$ cat src/hdl/imagePkg.sv
// All addresses are word addresses and the input image must not overlap the padded frame buffer
package imagePkg;

	// Width types
	typedef logic [25:0] addr_t;
	typedef logic [31:0] data_t;
	typedef logic [7:0] pixel_t;
	typedef logic [1:0] csrAddr_t;
	typedef logic [19:0] count_t;

	// Host register slave request
	typedef struct packed {
		logic chipSelect;
		logic read;
		logic write;
		csrAddr_t address;
		data_t writeData;
	} hostReq_t;

	// Memory master request, held until waitRequest drops
	typedef struct packed {
		logic read;
		logic write;
		addr_t address;
		data_t writeData;
	} memReq_t;

	// Memory response
	typedef struct packed {
		logic waitRequest;
		logic readDataValid;
		data_t readData;
	} memRsp_t;

	// Host handshake codes
	localparam data_t START_BYTE = 32'h0000_0053;
	localparam data_t COPY_BYTE = 32'h0000_0017;
	localparam data_t NEXT_BYTE = 32'h0000_0013;
	localparam data_t LASTPIX_BYTE = 32'h0000_0019;
	localparam data_t STOP_BYTE = 32'h0000_0012;

	// Image regions
	localparam addr_t INPUT_BASE = 26'h240_0000;
	localparam addr_t FRAME_BASE = 26'h200_0000;

	// Pixels above this turn white
	localparam pixel_t THRESHOLD = 8'd100;
	localparam data_t WHITE_WORD = 32'h00FF_FFFF;

	typedef enum logic [0:0] {
		COPY_IDLE,
		COPY_WRITE
	} copyState_t;

	typedef enum logic [1:0] {
		BLIT_IDLE,
		BLIT_READ,
		BLIT_WAIT,
		BLIT_WRITE
	} blitState_t;

	typedef enum logic [1:0] {
		ARB_FREE,
		ARB_COPY,
		ARB_BLIT
	} arbState_t;

endpackage

$ cat src/hdl/csrBlock.sv
// Slave never stalls; a done update that collides with a host write to its register lands a cycle later
`timescale 1ns/1ns

module csrBlock import imagePkg::*;
(
	input logic clk,
	input logic reset_n,
	input hostReq_t host_i,
	input logic copyDone_i,
	input logic frameDone_i,
	input count_t pixelCount_i,
	output data_t hostReadData_o,
	output logic sessionStart_o,
	output logic copyReq_o,
	output data_t pixelWord_o,
	output logic frameStart_o
);

	// Register map
	localparam csrAddr_t CMD_REG = 2'd0;
	localparam csrAddr_t HANDSHAKE_REG = 2'd1;
	localparam csrAddr_t PIXEL_REG = 2'd2;
	localparam csrAddr_t COUNT_REG = 2'd3;

	data_t cmdReg;
	data_t handshakeReg;
	data_t pixelReg;
	data_t readMux;
	logic nextPending;
	logic stopPending;
	logic hostWrite;
	logic hostRead;
	logic cmdWrite;
	logic handshakeWrite;
	logic nextUpdate;
	logic stopUpdate;

	assign hostWrite = host_i.chipSelect && host_i.write;
	assign hostRead = host_i.chipSelect && host_i.read;
	assign cmdWrite = hostWrite && (host_i.address == CMD_REG);
	assign handshakeWrite = hostWrite && (host_i.address == HANDSHAKE_REG);

	// Fresh done pulse or one left over from a lost cycle
	assign nextUpdate = copyDone_i || nextPending;
	assign stopUpdate = frameDone_i || stopPending;

	assign pixelWord_o = pixelReg;

	always_comb
	begin
		case (host_i.address)
			CMD_REG: readMux = cmdReg;
			HANDSHAKE_REG: readMux = handshakeReg;
			PIXEL_REG: readMux = pixelReg;
			COUNT_REG: readMux = data_t'(pixelCount_i);
			default: readMux = '0;
		endcase
	end

	always_ff @(posedge clk)
	begin
		if (!reset_n)
		begin
			cmdReg <= '0;
			handshakeReg <= '0;
			pixelReg <= '0;
			hostReadData_o <= '0;
			nextPending <= 1'b0;
			stopPending <= 1'b0;
			sessionStart_o <= 1'b0;
			copyReq_o <= 1'b0;
			frameStart_o <= 1'b0;
		end
		else
		begin
			// Command pulses, one cycle after the host write
			sessionStart_o <= cmdWrite && (host_i.writeData == START_BYTE);
			copyReq_o <= handshakeWrite && (host_i.writeData == COPY_BYTE);
			frameStart_o <= handshakeWrite && (host_i.writeData == LASTPIX_BYTE);
			// Host write wins, STOP retried next cycle
			if (cmdWrite)
				cmdReg <= host_i.writeData;
			else if (stopUpdate)
				cmdReg <= STOP_BYTE;
			stopPending <= cmdWrite && stopUpdate;
			// Same rule for NEXT on the handshake register
			if (handshakeWrite)
				handshakeReg <= host_i.writeData;
			else if (nextUpdate)
				handshakeReg <= NEXT_BYTE;
			nextPending <= handshakeWrite && nextUpdate;
			if (hostWrite && (host_i.address == PIXEL_REG))
				pixelReg <= host_i.writeData;
			// Read data held until the next read
			if (hostRead)
				hostReadData_o <= readMux;
		end
	end

	// Host access is a read or a write, never both at once
	assert property (@(posedge clk) disable iff (!reset_n)
		!(host_i.chipSelect && host_i.read && host_i.write))
		else $error("host read and write in the same access");

endmodule

$ cat src/hdl/pixelCopier.sv
// One write in flight at a time; a START during a pending write also moves that write's address
`timescale 1ns/1ns

module pixelCopier import imagePkg::*;
(
	input logic clk,
	input logic reset_n,
	input logic sessionStart_i,
	input logic copyReq_i,
	input data_t pixelWord_i,
	input memRsp_t mem_i,
	output memReq_t mem_o,
	output logic copyDone_o
);

	copyState_t copyState;
	addr_t copyAddr;
	data_t wordReg;
	logic writeAccepted;

	assign writeAccepted = (copyState == COPY_WRITE) && !mem_i.waitRequest;

	// Write request straight from state, address and latched word
	always_comb
	begin
		mem_o = '0;
		mem_o.write = (copyState == COPY_WRITE);
		mem_o.address = copyAddr;
		mem_o.writeData = wordReg;
	end

	// Latched pixel, no reset needed
	always_ff @(posedge clk)
	begin
		if (copyReq_i && (copyState == COPY_IDLE))
			wordReg <= pixelWord_i;
	end

	always_ff @(posedge clk)
	begin
		if (!reset_n)
		begin
			copyState <= COPY_IDLE;
			copyAddr <= INPUT_BASE;
			copyDone_o <= 1'b0;
		end
		else
		begin
			copyDone_o <= writeAccepted;
			if (copyState == COPY_IDLE && copyReq_i)
				copyState <= COPY_WRITE;
			else if (writeAccepted)
				copyState <= COPY_IDLE;
			// New session restarts at the image base
			if (sessionStart_i)
				copyAddr <= INPUT_BASE;
			else if (writeAccepted)
				copyAddr <= copyAddr + 1'b1;
		end
	end

	// Stalled write keeps address and data until taken
	assert property (@(posedge clk) disable iff (!reset_n)
		mem_o.write && mem_i.waitRequest |=>
		mem_o.write && $stable(mem_o.address) && $stable(mem_o.writeData))
		else $error("copy request changed under waitRequest");

endmodule

$ cat src/hdl/thresholdBlitter.sv
// Strictly one pixel at a time; frameStart is ignored while a frame is running
`timescale 1ns/1ns

module thresholdBlitter import imagePkg::*;
#(
	parameter int IMG_WIDTH = 640,
	parameter int IMG_HEIGHT = 480,
	parameter int ROW_PAD_WORDS = 2
)
(
	input logic clk,
	input logic reset_n,
	input logic frameStart_i,
	input memRsp_t mem_i,
	output memReq_t mem_o,
	output logic frameDone_o,
	output count_t pixelCount_o
);

	// Geometry in counter and address units
	localparam count_t LAST_PIXEL = count_t'(IMG_WIDTH * IMG_HEIGHT - 1);
	localparam count_t LAST_COL = count_t'(IMG_WIDTH - 1);
	localparam addr_t ROW_STRIDE = addr_t'(IMG_WIDTH + ROW_PAD_WORDS);

	blitState_t blitState;
	addr_t readAddr;
	addr_t rowBase;
	addr_t writeAddr;
	count_t colCount;
	count_t pixelCount;
	data_t resultWord;
	pixel_t pixelValue;
	logic accepted;

	assign pixelValue = mem_i.readData[7:0];
	assign accepted = !mem_i.waitRequest;
	// Row base plus column, padding folded into the row step
	assign writeAddr = rowBase + addr_t'(colCount);
	assign pixelCount_o = pixelCount;

	always_comb
	begin
		mem_o = '0;
		mem_o.read = (blitState == BLIT_READ);
		mem_o.write = (blitState == BLIT_WRITE);
		mem_o.address = (blitState == BLIT_WRITE) ? writeAddr : readAddr;
		mem_o.writeData = resultWord;
	end

	// Thresholded pixel waiting for its write
	always_ff @(posedge clk)
	begin
		if (blitState == BLIT_WAIT && mem_i.readDataValid)
			resultWord <= (pixelValue > THRESHOLD) ? WHITE_WORD : '0;
	end

	always_ff @(posedge clk)
	begin
		if (!reset_n)
		begin
			blitState <= BLIT_IDLE;
			readAddr <= INPUT_BASE;
			rowBase <= FRAME_BASE;
			colCount <= '0;
			pixelCount <= '0;
			frameDone_o <= 1'b0;
		end
		else
		begin
			frameDone_o <= 1'b0;
			case (blitState)
				BLIT_IDLE:
				begin
					if (frameStart_i)
					begin
						readAddr <= INPUT_BASE;
						rowBase <= FRAME_BASE;
						colCount <= '0;
						pixelCount <= '0;
						blitState <= BLIT_READ;
					end
				end
				BLIT_READ:
				begin
					if (accepted)
						blitState <= BLIT_WAIT;
				end
				BLIT_WAIT:
				begin
					if (mem_i.readDataValid)
						blitState <= BLIT_WRITE;
				end
				BLIT_WRITE:
				begin
					if (accepted)
					begin
						pixelCount <= pixelCount + 1'b1;
						readAddr <= readAddr + 1'b1;
						// End of row skips the padding words
						if (colCount == LAST_COL)
						begin
							colCount <= '0;
							rowBase <= rowBase + ROW_STRIDE;
						end
						else
							colCount <= colCount + 1'b1;
						if (pixelCount == LAST_PIXEL)
						begin
							frameDone_o <= 1'b1;
							blitState <= BLIT_IDLE;
						end
						else
							blitState <= BLIT_READ;
					end
				end
				default: blitState <= BLIT_IDLE;
			endcase
		end
	end

endmodule

$ cat src/hdl/memArbiter.sv
// Assumes every read accepted by memory returns exactly one readDataValid
`timescale 1ns/1ns

module memArbiter import imagePkg::*;
(
	input logic clk,
	input logic reset_n,
	input memReq_t copyReq_i,
	input memReq_t blitReq_i,
	input memRsp_t mem_i,
	output memRsp_t copyRsp_o,
	output memRsp_t blitRsp_o,
	output memReq_t mem_o
);

	arbState_t arbState;
	arbState_t grant;
	memReq_t grantedReq;
	logic writeAccepted;

	// Lock holds the owner, free state grants at once with copier first
	always_comb
	begin
		case (arbState)
			ARB_COPY: grant = ARB_COPY;
			ARB_BLIT: grant = ARB_BLIT;
			default:
			begin
				if (copyReq_i.read || copyReq_i.write)
					grant = ARB_COPY;
				else if (blitReq_i.read || blitReq_i.write)
					grant = ARB_BLIT;
				else
					grant = ARB_FREE;
			end
		endcase
	end

	assign grantedReq = (grant == ARB_COPY) ? copyReq_i :
		(grant == ARB_BLIT) ? blitReq_i : '0;
	assign mem_o = grantedReq;
	assign writeAccepted = grantedReq.write && !mem_i.waitRequest;

	// Loser always sees a stall
	assign copyRsp_o.waitRequest = (grant == ARB_COPY) ? mem_i.waitRequest : 1'b1;
	assign blitRsp_o.waitRequest = (grant == ARB_BLIT) ? mem_i.waitRequest : 1'b1;
	// Read data only to the locked owner
	assign copyRsp_o.readDataValid = (arbState == ARB_COPY) && mem_i.readDataValid;
	assign blitRsp_o.readDataValid = (arbState == ARB_BLIT) && mem_i.readDataValid;
	assign copyRsp_o.readData = mem_i.readData;
	assign blitRsp_o.readData = mem_i.readData;

	always_ff @(posedge clk)
	begin
		if (!reset_n)
			arbState <= ARB_FREE;
		else if (arbState == ARB_FREE)
		begin
			// Write taken at once needs no lock
			if (grant != ARB_FREE && !writeAccepted)
				arbState <= grant;
		end
		else if (writeAccepted || mem_i.readDataValid)
			arbState <= ARB_FREE;
	end

	// Read data with no owner would be dropped
	assert property (@(posedge clk) disable iff (!reset_n)
		!(arbState == ARB_FREE && mem_i.readDataValid))
		else $error("readDataValid with no read outstanding");

endmodule

$ cat src/hdl/imageCoprocessor.sv
// Single clock; the host must wait for NEXT before each COPY and for STOP after LASTPIX
`timescale 1ns/1ns

module imageCoprocessor import imagePkg::*;
#(
	parameter int IMG_WIDTH = 640,
	parameter int IMG_HEIGHT = 480,
	parameter int ROW_PAD_WORDS = 2
)
(
	input logic clk,
	input logic reset_n,
	input hostReq_t host_i,
	input memRsp_t mem_i,
	output data_t hostReadData_o,
	output memReq_t mem_o
);

	// CSR to engine handshake
	logic sessionStart;
	logic copyReq;
	data_t pixelWord;
	logic frameStart;
	logic copyDone;
	logic frameDone;
	count_t pixelCount;

	// Engine sides of the arbiter
	memReq_t copyMemReq;
	memRsp_t copyMemRsp;
	memReq_t blitMemReq;
	memRsp_t blitMemRsp;

	csrBlock u_csrBlock (
		.clk(clk),
		.reset_n(reset_n),
		.host_i(host_i),
		.copyDone_i(copyDone),
		.frameDone_i(frameDone),
		.pixelCount_i(pixelCount),
		.hostReadData_o(hostReadData_o),
		.sessionStart_o(sessionStart),
		.copyReq_o(copyReq),
		.pixelWord_o(pixelWord),
		.frameStart_o(frameStart)
	);

	pixelCopier u_pixelCopier (
		.clk(clk),
		.reset_n(reset_n),
		.sessionStart_i(sessionStart),
		.copyReq_i(copyReq),
		.pixelWord_i(pixelWord),
		.mem_i(copyMemRsp),
		.mem_o(copyMemReq),
		.copyDone_o(copyDone)
	);

	thresholdBlitter #(
		.IMG_WIDTH(IMG_WIDTH),
		.IMG_HEIGHT(IMG_HEIGHT),
		.ROW_PAD_WORDS(ROW_PAD_WORDS)
	) u_thresholdBlitter (
		.clk(clk),
		.reset_n(reset_n),
		.frameStart_i(frameStart),
		.mem_i(blitMemRsp),
		.mem_o(blitMemReq),
		.frameDone_o(frameDone),
		.pixelCount_o(pixelCount)
	);

	memArbiter u_memArbiter (
		.clk(clk),
		.reset_n(reset_n),
		.copyReq_i(copyMemReq),
		.blitReq_i(blitMemReq),
		.mem_i(mem_i),
		.copyRsp_o(copyMemRsp),
		.blitRsp_o(blitMemRsp),
		.mem_o(mem_o)
	);

endmodule

$ cat config.mk
export PLATFORM = sky130hd
export DESIGN_NAME = imageCoprocessor
export DESIGN_NICKNAME = d
export VERILOG_FILES = /design/src/hdl/imagePkg.sv /design/src/hdl/csrBlock.sv /design/src/hdl/pixelCopier.sv /design/src/hdl/thresholdBlitter.sv /design/src/hdl/memArbiter.sv /design/src/hdl/imageCoprocessor.sv
export SDC_FILE = /design/constraint.sdc
export NUM_CORES = 1
export LEC_CHECK = 0
export BUFFER_PORTS_ARGS = -buffer_cell sky130_fd_sc_hd__buf_2
export CAP_MARGIN = 20
export CORE_MARGIN = 8
export CORE_UTILIZATION = 50
export CTS_CLUSTER_DIAMETER = 60
export DETAILED_ROUTE_END_ITERATION = 12
export HOLD_SLACK_MARGIN = 0.06
export PLACE_DENSITY = 0.69
export REMOVE_ABC_BUFFERS = 1
export SETUP_SLACK_MARGIN = 0.1
export SLEW_MARGIN = 20
export SYNTH_ARGS = -nofsm -noshare
export SYNTH_HDL_FRONTEND = slang
export SYNTH_HIERARCHICAL = 1
export SYNTH_SLANG_ARGS = --single-unit
$ cat constraint.sdc
create_clock -name clk -period 3.25 [get_ports clk]
set_input_delay 0.65 -clock clk [delete_from_list [all_inputs] [get_ports clk]]
set_output_delay 0.65 -clock clk [all_outputs]
set_load 0.1 [all_outputs]
**Word-level counts from Yosys, hierarchy flattened**

Index checks and enable logic that the tools add are counted.

- Bitwise operators: 3
- Muxes and demuxes: 39
- Eq/ne operators: 21
- Add/subtract/negate cells: 6
- Reductions and logical operators: 38
- $lt $le $gt $ge: 1

Operator list:

| operator | count |
|---|---|
| 26-bit 2-to-1 mux | 6 |
| 32-bit 2-to-1 mux | 4 |
| 32-bit case mux with 4 select lines | 1 |
| 60-bit 2-to-1 mux | 2 |
| 26-bit case mux with 2 select lines | 2 |
| 20-bit 2-to-1 mux | 4 |
| 20-bit case mux with 2 select lines | 2 |
| 32-bit by 5-bit == test with 1-bit output, second input constant | 2 |
| 26-bit by 1-bit adder with 26-bit output, second input constant | 2 |
| 20-bit by 1-bit adder with 20-bit output, second input constant | 2 |
| 32-bit by 7-bit == test with 1-bit output, second input constant | 1 |
| 26-bit by 10-bit adder with 26-bit output, second input constant | 1 |
| 26-bit by 20-bit adder with 26-bit output | 1 |
| 24-bit 2-to-1 mux | 1 |
| 20-bit by 10-bit == test with 1-bit output, second input constant | 1 |
| 20-bit by 19-bit == test with 1-bit output, second input constant | 1 |
| 2-bit 2-to-1 mux | 9 |
| 1-bit logical AND | 16 |
| 2-bit == test, second input constant | 6 |
| 2-bit nonzero test | 6 |
| 2-bit != test, second input constant | 5 |
| 2-bit by 1-bit == test with 1-bit output, second input constant | 4 |
| 8-bit by 7-bit greater-than comparator with 1-bit output, second input constant | 1 |
| 2-bit case mux with 4 select lines | 1 |
| 12 further kinds | 27 |

- Input port bits: 73
- Output and inout port bits: 92
- Flip-flop bits (word level): 322
- Logic and storage cells: 129

**Logic depth before layout (Yosys ltp)**

Gate-level depths: netlist of run 1.

- Depth in word-level cells: 13
- Gate-level depth with buffers: 14
- Mapped depth without buffers: 12

**Modules after synthesis**

Netlist of run 1, hierarchy kept.

Modules (own cells, without submodules):

| module | cells an instance | times used | sequential area each (um^2) | area an instance (um^2) |
|---|---|---|---|---|
| thresholdBlitter | 774 | 1 | 1911.8 | 6184.7 |
| csrBlock | 524 | 1 | 2662.6 | 5221.3 |
| pixelCopier | 181 | 1 | 1521.5 | 2289.7 |
| memArbiter | 169 | 1 | 40.0 | 1367.6 |

**Worst setup path before layout of run 1**

Ideal clock, no wire load.

- Kind: register to output
- From: register u_thresholdBlitter.rowBase[15]
- To: output mem_o[56] in the netlist's numbering
- Path slack: -0.090 ns
- Data arrival time: 2.690 ns
- Cell stages (with the launch flop): 9
- Path through: dfxtp_1 > ha_1 > a21oi_1 > nand2_1 > or3_1 > o211a_1 > a211o_1 > nand3_1 > a22o_1

RTL lines:

| what | RTL line | RTL |
|---|---|---|
| start, declared | thresholdBlitter.sv:27 | `addr_t rowBase;` |
| start signal, assigned | thresholdBlitter.sv:103 | `rowBase <= rowBase + ROW_STRIDE;` |
| end, declared | imageCoprocessor.sv:16 | `output memReq_t mem_o` |

==> run_results.csv, run 1 <==
group,metric,value,unit
sta,tightest_slew,0.911,ns
sta,whs,0.331,ns
floorplanning,pin_count,165,
place,place.gp.congestion,0.922,
layout,final_util,67.2,%
place,placed_area,16600,sq um
drt,drc,0,
global_route,grt.total_usage,24.8,%
floorplanning,start_util,50.9,%
global_route,gr-total-overflow,0,
critical_path,crit_path_cell_trace,"ha_4 > buf_6 > nand4_1 > nor2_1 > a221oi_2 > buf_4 > o211a_1 > or3_4 > a31oi_4 > a22o_1 > buf_12",
global_route,grt_pass1_vias,13100,
critical_path,slowest_stage,"dfxtp_2",
sta,max_slew_margin,39.2,%
floorplanning,die_h,187,microns
layout,stdcell_area,19300,sq um
sta,hold_violations,0,
clock_network,clkSlewWorstSetupHoldPaths,0.06,ns
drt,routedWlPerCell,21.2,microns
clock_network,root_buffer,"clkbuf_16",
synth,synth_area,14600,sq um
power_and_ir_drop,p_leak,7.57,nW
drt,dr.pass1.iters,5,
critical_path,critPathRequiredTime,2.60,ns
sta,timing.final.ws_setup,-0.379,ns
power_and_ir_drop,power_density,481,nW/um^2
clock_network,hold_buffers,0,
drt,dr_total_vias,13200,
floorplanning,core-area,28800,sq um
sta,fin_crit_sh,112,%
run_status,status,"finished with violations",
place,hpwl,29.1,mm
critical_path,critPathMaxFanout,5,
global_route,grt_pass1_wl,71.8,mm
critical_path,max_stage_delay,0.35,ns
place,dp_cells,2068,
clock_network,cts_tree,"yes",
critical_path,crit_path_end_kind,"output port",
flow_run,drv_cap,0,
drt,wirelength,46.0,mm
critical_path,critPathArrivalTime,2.98,ns
layout,stdcell_count,2174,
floorplanning,design.die.area,35000,sq um
drt,viasPerCell,6.09,
sta,setup_viol,18,
sta,maxSlewViolCount,0,
sta,rsz0062_at_grt,"yes",
layout,drive_gt1_share,31.3,%
sta,setup_tns,-4.23,ns
place,dp_slack,-0.00306,ns
global_route,antenna_found_initial,3,
clock_network,cts.sinks,290,
clock_network,clockBufferDepth,3,
global_route,grt-busiest-layer,"met2",
floorplanning,row_count,62,
floorplanning,chipWidth,187,microns
sta,skew,0.0133,ns
synth,yosys_warnings,6,
place,io_buffer_count,140,
synth,syn_inst,1591,
power_and_ir_drop,ir_drop,512,uV
min_path,min-delay-path-class,"primary input to register",
global_route,grt_max_degree,48,
sta,fmax,0.276,GHz
synth,syn_avg_cell_area,9.20,sq um
global_route,grtUsageMet2,44.2,%
layout,multiInputGateArea,8760,sq um
drt,drt-initial-drc-count,1177,
drt,drt.antenna.violating_nets,0,
critical_path,cp-start-kind,"register",
layout,ff_latch_area,6220,sq um
global_route,met3_usage,3.86,%
sta,layout_min_cycle_time,3.63,ns
clock_network,htreeDepth,1,
layout,nNetsFinal,1870,
layout,area_growth,32.0,%
clock_network,cts_buffers,31,
power_and_ir_drop,power,9.30,mW
critical_path,cp.buffers_inverters,3,
global_route,met1_usage,29.9,%
critical_path,worstSetupPathType,"register to output port",
layout,fillers,2093,
clock_network,clk_latency,0.58,ns
run_status,violations,"negative setup slack",
critical_path,path_delay_family,"compound AO/OA/AOI/OAI gates",
[placed cells by master, fill, tap and decap left out, drive strengths merged, types with 9 or more instances in the layout]
| cell type | instances |
|---|---|
| and2 | 9 |
| ha | 32 |
| and3 | 27 |
| o31ai | 12 |
| xor2 | 55 |
| edfxtp | 33 |
| a22o | 118 |
| nor2 | 124 |
| or4 | 9 |
| a21o | 14 |
| nand3 | 77 |
| nor2b | 14 |
| buf | 259 |
| and4 | 11 |
| clkinv | 15 |
| nand2b | 9 |
| nor3 | 27 |
| inv | 28 |
| dfxtp | 257 |
| xnor2 | 36 |
| nand4 | 31 |
| mux4 | 20 |
| nand2 | 184 |
| o21ai | 55 |
| mux2i | 14 |
| clkbuf | 40 |
| or2 | 12 |
| mux2 | 12 |
| conb | 9 |
| or3 | 27 |
| nor4 | 19 |
| a21oi | 117 |
[power breakdown]
| part | leakage [nW] | switching [mW] | internal (mW) |
|---|---|---|---|
| logic | 4.59 | 1.36 | 0.694 |
| clock network | 0.516 | 1.52 | 2.02 |
| registers | 2.46 | 0.0462 | 3.66 |
[routing by layer]
layer / vias up / part of all wire [%]
met5: - / 0.022
met4: 2 / 3.6
met3: 108 / 6.8
met2: 572 / 50
met1: 6453 / 40
li1: 6099 / -
[flip-flops by register name, indices dropped and copies added, names as in the netlist, 2 cells and up]
register,count
u_thresholdBlitter/rowBase,25
u_csrBlock/handshakeReg,32
u_csrBlock/pixelWord_o,32
u_pixelCopier/wordReg,32
u_csrBlock/cmdReg,32
u_pixelCopier/copyAddr,26
u_thresholdBlitter/blitState,2
u_thresholdBlitter/readAddr,26
u_thresholdBlitter/colCount,20
u_thresholdBlitter/pixelCount_o,20
u_memArbiter/arbState,2
u_csrBlock/hostReadData_o,32
[repair_timing]
action,CTS,global route
cloned,5,1
gates resized for setup,204,33
endpoints found under the setup margin,72,115
setup buffers,34,9
pin swaps,78,43
[worst paths after layout]
| kind | start | to | slack [ns] | cells after the start |
|---|---|---|---|---|
| worst min-delay path | host_i[8] | u_csrBlock/handshakeReg[8]$_SDFFE_PN0P_ | 0.33 | 2 |
| worst max-delay path | u_thresholdBlitter/colCount[9]$_SDFFE_PN0P_ | mem_o[57] | -0.38 | 11 |
| worst max register to register | u_memArbiter/arbState[1]$_SDFFE_PN0P_ | u_thresholdBlitter/rowBase[5]$_SDFFE_PN0P_ | 0.23 | 15 |
| worst min register to register | u_csrBlock/hostReadData_o[14]$_SDFFE_PN0P_ | u_csrBlock/hostReadData_o[14]$_SDFFE_PN0P_ | 0.45 | 2 |
[final cells by class]
class	instances	share of cell area, %
sequential	290	32.2
inverter	29	0.596
clock buffer	39	4.59
timing repair buffer	260	14.1
multi-input combinational	1153	45.3
clock inverter	18	0.732
tap	384	2.49
antenna	1	0.0129
Power figures use the tool's default switching activity.
==> run 2, diff against run 1 <==
--- a/config.mk
+++ b/config.mk
@@ -15,7 +15,7 @@
 export PLACE_DENSITY = 0.69
 export REMOVE_ABC_BUFFERS = 1
 export SETUP_SLACK_MARGIN = 0.1
-export SLEW_MARGIN = 20
+export SKIP_LAST_GASP = 1
 export SYNTH_ARGS = -nofsm -noshare
 export SYNTH_HDL_FRONTEND = slang
 export SYNTH_HIERARCHICAL = 1
==> run 2 against run 1 <==
The flow still finishes with violations (negative setup slack). First-iteration DRC count is 0.85% higher. Global-route usage is 0.17 points lower. Sequential share of layout area is 0.18 points lower. Maximum frequency is 2.2% lower. Setup slack worse by 0.081 ns. Power is 0.32% higher. Via count is 0.59% higher. Largest cell class unchanged. Highest routed layer unchanged.
==> run_results.csv, run 2 (synthesis results as in run 1) <==
group,metric,value,unit
drt,wirelength,47.1,mm
floorplanning,row_count,62,
clock_network,clk_latency,0.58,ns
floorplanning,start_util,50.9,%
clock_network,cts_tree,"yes",
clock_network,cts_buffers,31,
power_and_ir_drop,p_leak,7.59,nW
power_and_ir_drop,power_density,480,nW/um^2
critical_path,reg2reg_to,"u_thresholdBlitter/rowBase[5]$_SDFFE_PN0P_",
drt,drt.antenna.violating_nets,0,
power_and_ir_drop,ir_drop,516,uV
sta,max_slew_margin,36.8,%
drt,routedWlPerCell,21.6,microns
clock_network,htreeDepth,1,
place,dp_slack,-0.00306,ns
sta,timing.final.ws_setup,-0.460,ns
drt,drt-initial-drc-count,1187,
place,placed_area,16600,sq um
critical_path,timing.rr.start,"u_memArbiter/arbState[1]$_SDFFE_PN0P_",
critical_path,critPathMaxFanout,5,
critical_path,critPathRequiredTime,2.60,ns
sta,whs,0.334,ns
min_path,min-delay-path-class,"primary input to register",
sta,skew,0.0136,ns
critical_path,reg2reg_depth,15,
place,place.gp.congestion,0.922,
global_route,grt.total_usage,24.7,%
drt,dr_total_vias,13300,
floorplanning,design.die.area,35000,sq um
sta,fmax,0.270,GHz
critical_path,worstSetupPathType,"register to output port",
run_status,status,"finished with violations",
sta,rsz0062_at_grt,"yes",
layout,drive_gt1_share,31.8,%
global_route,grt_pass1_wl,71.2,mm
critical_path,rrSetupSlack,0.18,ns
critical_path,critPathArrivalTime,3.06,ns
drt,drc,0,
drt,dr.pass1.iters,5,
sta,hold_violations,0,
global_route,grt_pass1_vias,13000,
floorplanning,pin_count,165,
run_status,violations,"negative setup slack",
critical_path,setup.worst_path.end,"mem_o[57]",
clock_network,hold_buffers,0,
global_route,antenna_found_initial,3,
layout,final_util,67.6,%
sta,setup_viol,20,
critical_path,crit_path_start,"u_thresholdBlitter/colCount[9]$_SDFFE_PN0P_",
floorplanning,die_h,187,microns
critical_path,cp-start-kind,"register",
layout,final_common_cell,"dfxtp_1",
floorplanning,core-area,28800,sq um
layout,nNetsFinal,1874,
clock_network,clockBufferDepth,3,
layout,stdcell_area,19400,sq um
flow_run,drv_cap,0,
layout,area_growth,32.9,%
place,hpwl,29.1,mm
global_route,grt_max_degree,48,
sta,maxSlewViolCount,0,
global_route,gr-total-overflow,0,
clock_network,root_buffer,"clkbuf_16",
place,io_buffer_count,140,
sta,tightest_slew,0.948,ns
drt,viasPerCell,6.11,
clock_network,cts.sinks,290,
sta,setup_tns,-5.73,ns
clock_network,clkSlewWorstSetupHoldPaths,0.06,ns
sta,fin_crit_sh,114,%
layout,layout_common_cells,"dfxtp_1 (218), nand2_1 (180), nor2_1 (117), buf_4 (101), a21oi_1 (94)",
sta,layout_min_cycle_time,3.71,ns
floorplanning,chipWidth,187,microns
critical_path,crit_path_end_kind,"output port",
==> run 2: cell count changes in the layout (fill, tap and decap cells not counted), moves of 2 or more <==
cell | before | now
buf_12 | 66 | 68
dfxtp_2 | 25 | 23
ha_4 | 19 | 21
dfxtp_4 | 14 | 16
==> run 2: cell type report <==
| class | count | area, sq um |
|---|---|---|
| Fill cell | 2073 | 9330 |
| Multi-Input combinational cell | 1153 | 8820 |
| Sequential cell | 290 | 6220 |
| Timing Repair Buffer | 264 | 2780 |
| Clock buffer | 39 | 887 |
| Tap cell | 384 | 480 |
| Clock inverter | 18 | 141 |
| Inverter | 29 | 115 |
| Antenna cell | 1 | 2.50 |
==> run 2: critical path, cell delays in order, from the launching register on <==
cell	delay (ns)
dfxtp_2	0.35
ha_4	0.31
buf_6	0.10
nand4_1	0.15
nor2_1	0.20
a221oi_2	0.09
buf_4	0.16
o211a_1	0.24
or3_4	0.34
a31oi_4	0.16
a22o_1	0.21
buf_12	0.18
==> run 2: worst min path at each step <==
stage,endpoint,startpoint,cells after the start
after floorplan,u_pixelCopier/wordReg[0]$_DFFE_PP_,u_csrBlock/pixelWord_o[0]$_SDFFE_PN0P_,0
after global placement,u_pixelCopier/wordReg[11]$_DFFE_PP_,u_csrBlock/pixelWord_o[11]$_SDFFE_PN0P_,0
after detailed placement,u_pixelCopier/wordReg[3]$_DFFE_PP_,u_csrBlock/pixelWord_o[3]$_SDFFE_PN0P_,0
after CTS,u_csrBlock/cmdReg[8]$_SDFFE_PN0P_,host_i[8],2
after global routing,u_csrBlock/cmdReg[8]$_SDFFE_PN0P_,host_i[8],2
final,u_csrBlock/handshakeReg[8]$_SDFFE_PN0P_,host_i[8],2
==> run 2: report_power, final <==
group | internal (mW) | leakage, nW | switching, mW
Clock | 2.02 | 0.516 | 1.53
Combinational | 0.703 | 4.62 | 1.37
Sequential | 3.66 | 2.46 | 0.0494
Total | 6.38 | 7.59 | 2.95
==> run 2: per-layer routing <==
| layer | GRT usage (%) | part of all wire (%) | wire length (microns) | vias up |
|---|---|---|---|---|
| met4 | 8.58 | 3.8 | 1780 | 2 |
| met5 | 0 | 0.028 | 13 | - |
| met2 | 43.9 | 50 | 23400 | 579 |
| met1 | 29.8 | 40 | 18700 | 6496 |
| met3 | 3.71 | 6.8 | 3200 | 124 |
| li1 | - | - | - | 6111 |
==> run 2: timing repair <==
item,in CTS,in global routing
gates resized for setup,193,59
gates cloned,5,1
pin swaps,64,53
buffers inserted,34,13
endpoints found under the setup margin,72,115
==> run 2: per-stage QoR <==
stage / cells / power [mW]
final: 2178 / 9.33
after global placement: 2068 / 5.56
after CTS: 2163 / 9.26
after floorplan: 1472 / 4.83
after global routing: 2178 / 9.59
after detailed placement: 2068 / 5.58
==> run 3, diff against run 2 <==
--- a/config.mk
+++ b/config.mk
@@ -12,7 +12,7 @@
 export CTS_CLUSTER_DIAMETER = 60
 export DETAILED_ROUTE_END_ITERATION = 12
 export HOLD_SLACK_MARGIN = 0.06
-export PLACE_DENSITY = 0.69
+export PLACE_DENSITY = 0.7
 export REMOVE_ABC_BUFFERS = 1
 export SETUP_SLACK_MARGIN = 0.1
 export SKIP_LAST_GASP = 1
==> constraint.sdc (replaced) <==
create_clock -name clk -period 3.25 [get_ports clk]
set_input_delay 0.325 -clock clk [delete_from_list [all_inputs] [get_ports clk]]
set_output_delay 0.325 -clock clk [all_outputs]
set_load 0.1 [all_outputs]
==> run 3 against run 2 <==
The run still ends with negative setup slack left. Combinational power is 12% lower. Setup slack gained 0.31 ns. Clock skew down 0.0017 ns. Critical path type unchanged. Sequential share of layout area grew 1.2 points. Cell count increased by 0.14%.
==> run_results.csv, run 3 (synthesis results as in run 1) <==
group,metric,value,unit
layout,drive_gt1_share,26.3,%
layout,final_util,64.9,%
layout,nNetsFinal,1876,
global_route,gr-total-overflow,0,
floorplanning,die_h,187,microns
floorplanning,start_util,50.9,%
critical_path,crit_path_cell_trace,"ha_4 > nand4_1 > nor2_2 > a221oi_2 > buf_4 > buf_6 > o211a_1 > or3_4 > a31oi_4 > a22o_1 > buf_12",
clock_network,cts_buffers,31,
drt,drc,0,
run_status,violations,"negative setup slack",
sta,fin_crit_sh,105,%
layout,final_common_cell,"dfxtp_1",
run_status,status,"finished with violations",
floorplanning,core-area,28800,sq um
global_route,antenna_found_initial,1,
clock_network,cts.sinks,290,
floorplanning,row_count,62,
layout,fillers,2198,
floorplanning,design.die.area,35000,sq um
critical_path,timing.rr.start,"u_memArbiter/arbState[0]$_SDFFE_PN0P_",
global_route,grt_max_degree,60,
global_route,grt_pass1_wl,69.3,mm
floorplanning,pin_count,165,
global_route,grt.total_usage,23.7,%
drt,dr.pass1.iters,7,
sta,hold_violations,0,
critical_path,critPathArrivalTime,3.08,ns
critical_path,critPathRequiredTime,2.92,ns
place,place.gp.congestion,0.890,
clock_network,htreeDepth,1,
min_path,min-delay-path-class,"primary input to register",
power_and_ir_drop,power_density,480,nW/um^2
sta,maxSlewViolCount,0,
place,dp_slack,0.0497,ns
power_and_ir_drop,p_leak,7.16,nW
critical_path,reg2reg_depth,13,
layout,multiInputGateArea,8310,sq um
drt,routedWlPerCell,20.5,microns
sta,setup_viol,8,
sta,tightest_slew,1.09,ns
sta,setup_tns,-0.378,ns
clock_network,clkSlewWorstSetupHoldPaths,0.06,ns
sta,timing.final.ws_setup,-0.151,ns
flow_run,drv_cap,0,
floorplanning,chipWidth,187,microns
layout,ff_latch_area,6200,sq um
critical_path,crit_path_start,"u_thresholdBlitter/colCount[10]$_SDFFE_PN0P_",
clock_network,clk_latency,0.58,ns
min_path,whs_path_depth,2,
critical_path,rrSetupSlack,0.27,ns
critical_path,max_stage_delay,0.36,ns
critical_path,cp-start-kind,"register",
sta,skew,0.0119,ns
min_path,hp-start,"mem_i[6]",
clock_network,cts_tree,"yes",
critical_path,reg2reg_to,"u_thresholdBlitter/rowBase[24]$_SDFFE_PN0P_",
critical_path,critPathMaxFanout,6,
place,hpwl,28.9,mm
drt,wirelength,44.7,mm
sta,max_slew_margin,27.5,%
power_and_ir_drop,ir_drop,431,uV
global_route,grt_pass1_vias,12800,
clock_network,root_buffer,"clkbuf_16",
drt,drt-initial-drc-count,1232,
sta,layout_min_cycle_time,3.40,ns
min_path,hold_end,"u_thresholdBlitter/resultWord[22]$_DFFE_PP_",
critical_path,slowest_stage,"dfxtp_4",
clock_network,clockBufferDepth,3,
drt,viasPerCell,6.04,
critical_path,path_delay_family,"simple AND/OR/NAND/NOR gates",
drt,drt.antenna.violating_nets,0,
sta,rsz0062_at_grt,"yes",
sta,whs,0.0884,ns
critical_path,cp.buffers_inverters,3,
place,io_buffer_count,140,
sta,fmax,0.294,GHz
critical_path,worstSetupPathType,"register to output port",
drt,dr_total_vias,13200,
layout,layout_common_cells,"dfxtp_1 (226), nand2_1 (180), nor2_1 (119), a22o_1 (118), a21oi_1 (99)",
critical_path,crit_path_end_kind,"output port",
layout,area_growth,27.5,%
==> run 3: cell count changes in the layout (fill, tap and decap cells not counted), sizes merged <==
cell         before  now
bufinv            1    0
clkinvlp          3    2
clkbuf           40   48
inv              28   30
clkinv           15    8
dlygate4sd3       0   33
buf             263  232
==> run 3: per-layer routing <==
metal	wire, microns	global-route usage (%)
met5	0	0
met4	1470	8.06
met2	22400	41.8
met1	18100	29.2
met3	2730	3.23
==> run 3: worst max path at each step <==
stage / end / slack [ns] / cells past startpoint
6_report: mem_o[57] / -0.15 / 11
5_1_grt: mem_o[57] / -0.22 / 11
4_1_cts: mem_o[57] / -0.07 / 11
3_5_place_dp: u_thresholdBlitter/colCount[17]$_SDFFE_PN0P_ / 0.05 / 13
3_3_place_gp: u_thresholdBlitter/rowBase[5]$_SDFFE_PN0P_ / 0.16 / 12
2_1_floorplan: u_thresholdBlitter/rowBase[5]$_SDFFE_PN0P_ / -2.42 / 9
==> run 3: layout make-up <==
cell class,count,area share [%]
multi-input cells,1153,44.5
flip-flops and latches,290,33.2
repair buffers,266,13.7
clock buffers,47,4.91
well taps,384,2.57
inverters,29,0.603
clock inverters,11,0.442
diodes,1,0.0134
==> run 3: power breakdown <==
part,internal (mW),switching (mW),total [mW]
sequential,3.66,0.0490,3.71
clock,1.95,1.48,3.44
combinational,0.570,1.25,1.82
total,6.19,2.78,8.97
==> run 3: repair_timing <==
| action | 4_1_cts | 5_1_grt |
|---|---|---|
| pin swaps | 25 | 34 |
| endpoints found under the setup margin | 69 | 94 |
| hold buffers | 33 | 0 |
| gates cloned | 0 | 1 |
| setup buffers | 24 | 21 |
| resized for setup | 138 | 42 |
| hold endpoints to repair | 92 | 0 |
==> run 3: through the flow <==
step / area, sq um / std cells / power, mW
3_5_place_dp: 16200 / 2044 / 5.52
6_report: 18700 / 2181 / 8.97
3_3_place_gp: 16200 / 2044 / 5.50
5_1_grt: 18700 / 2181 / 9.26
4_1_cts: 18300 / 2159 / 8.97
2_1_floorplan: 13900 / 1472 / 4.83
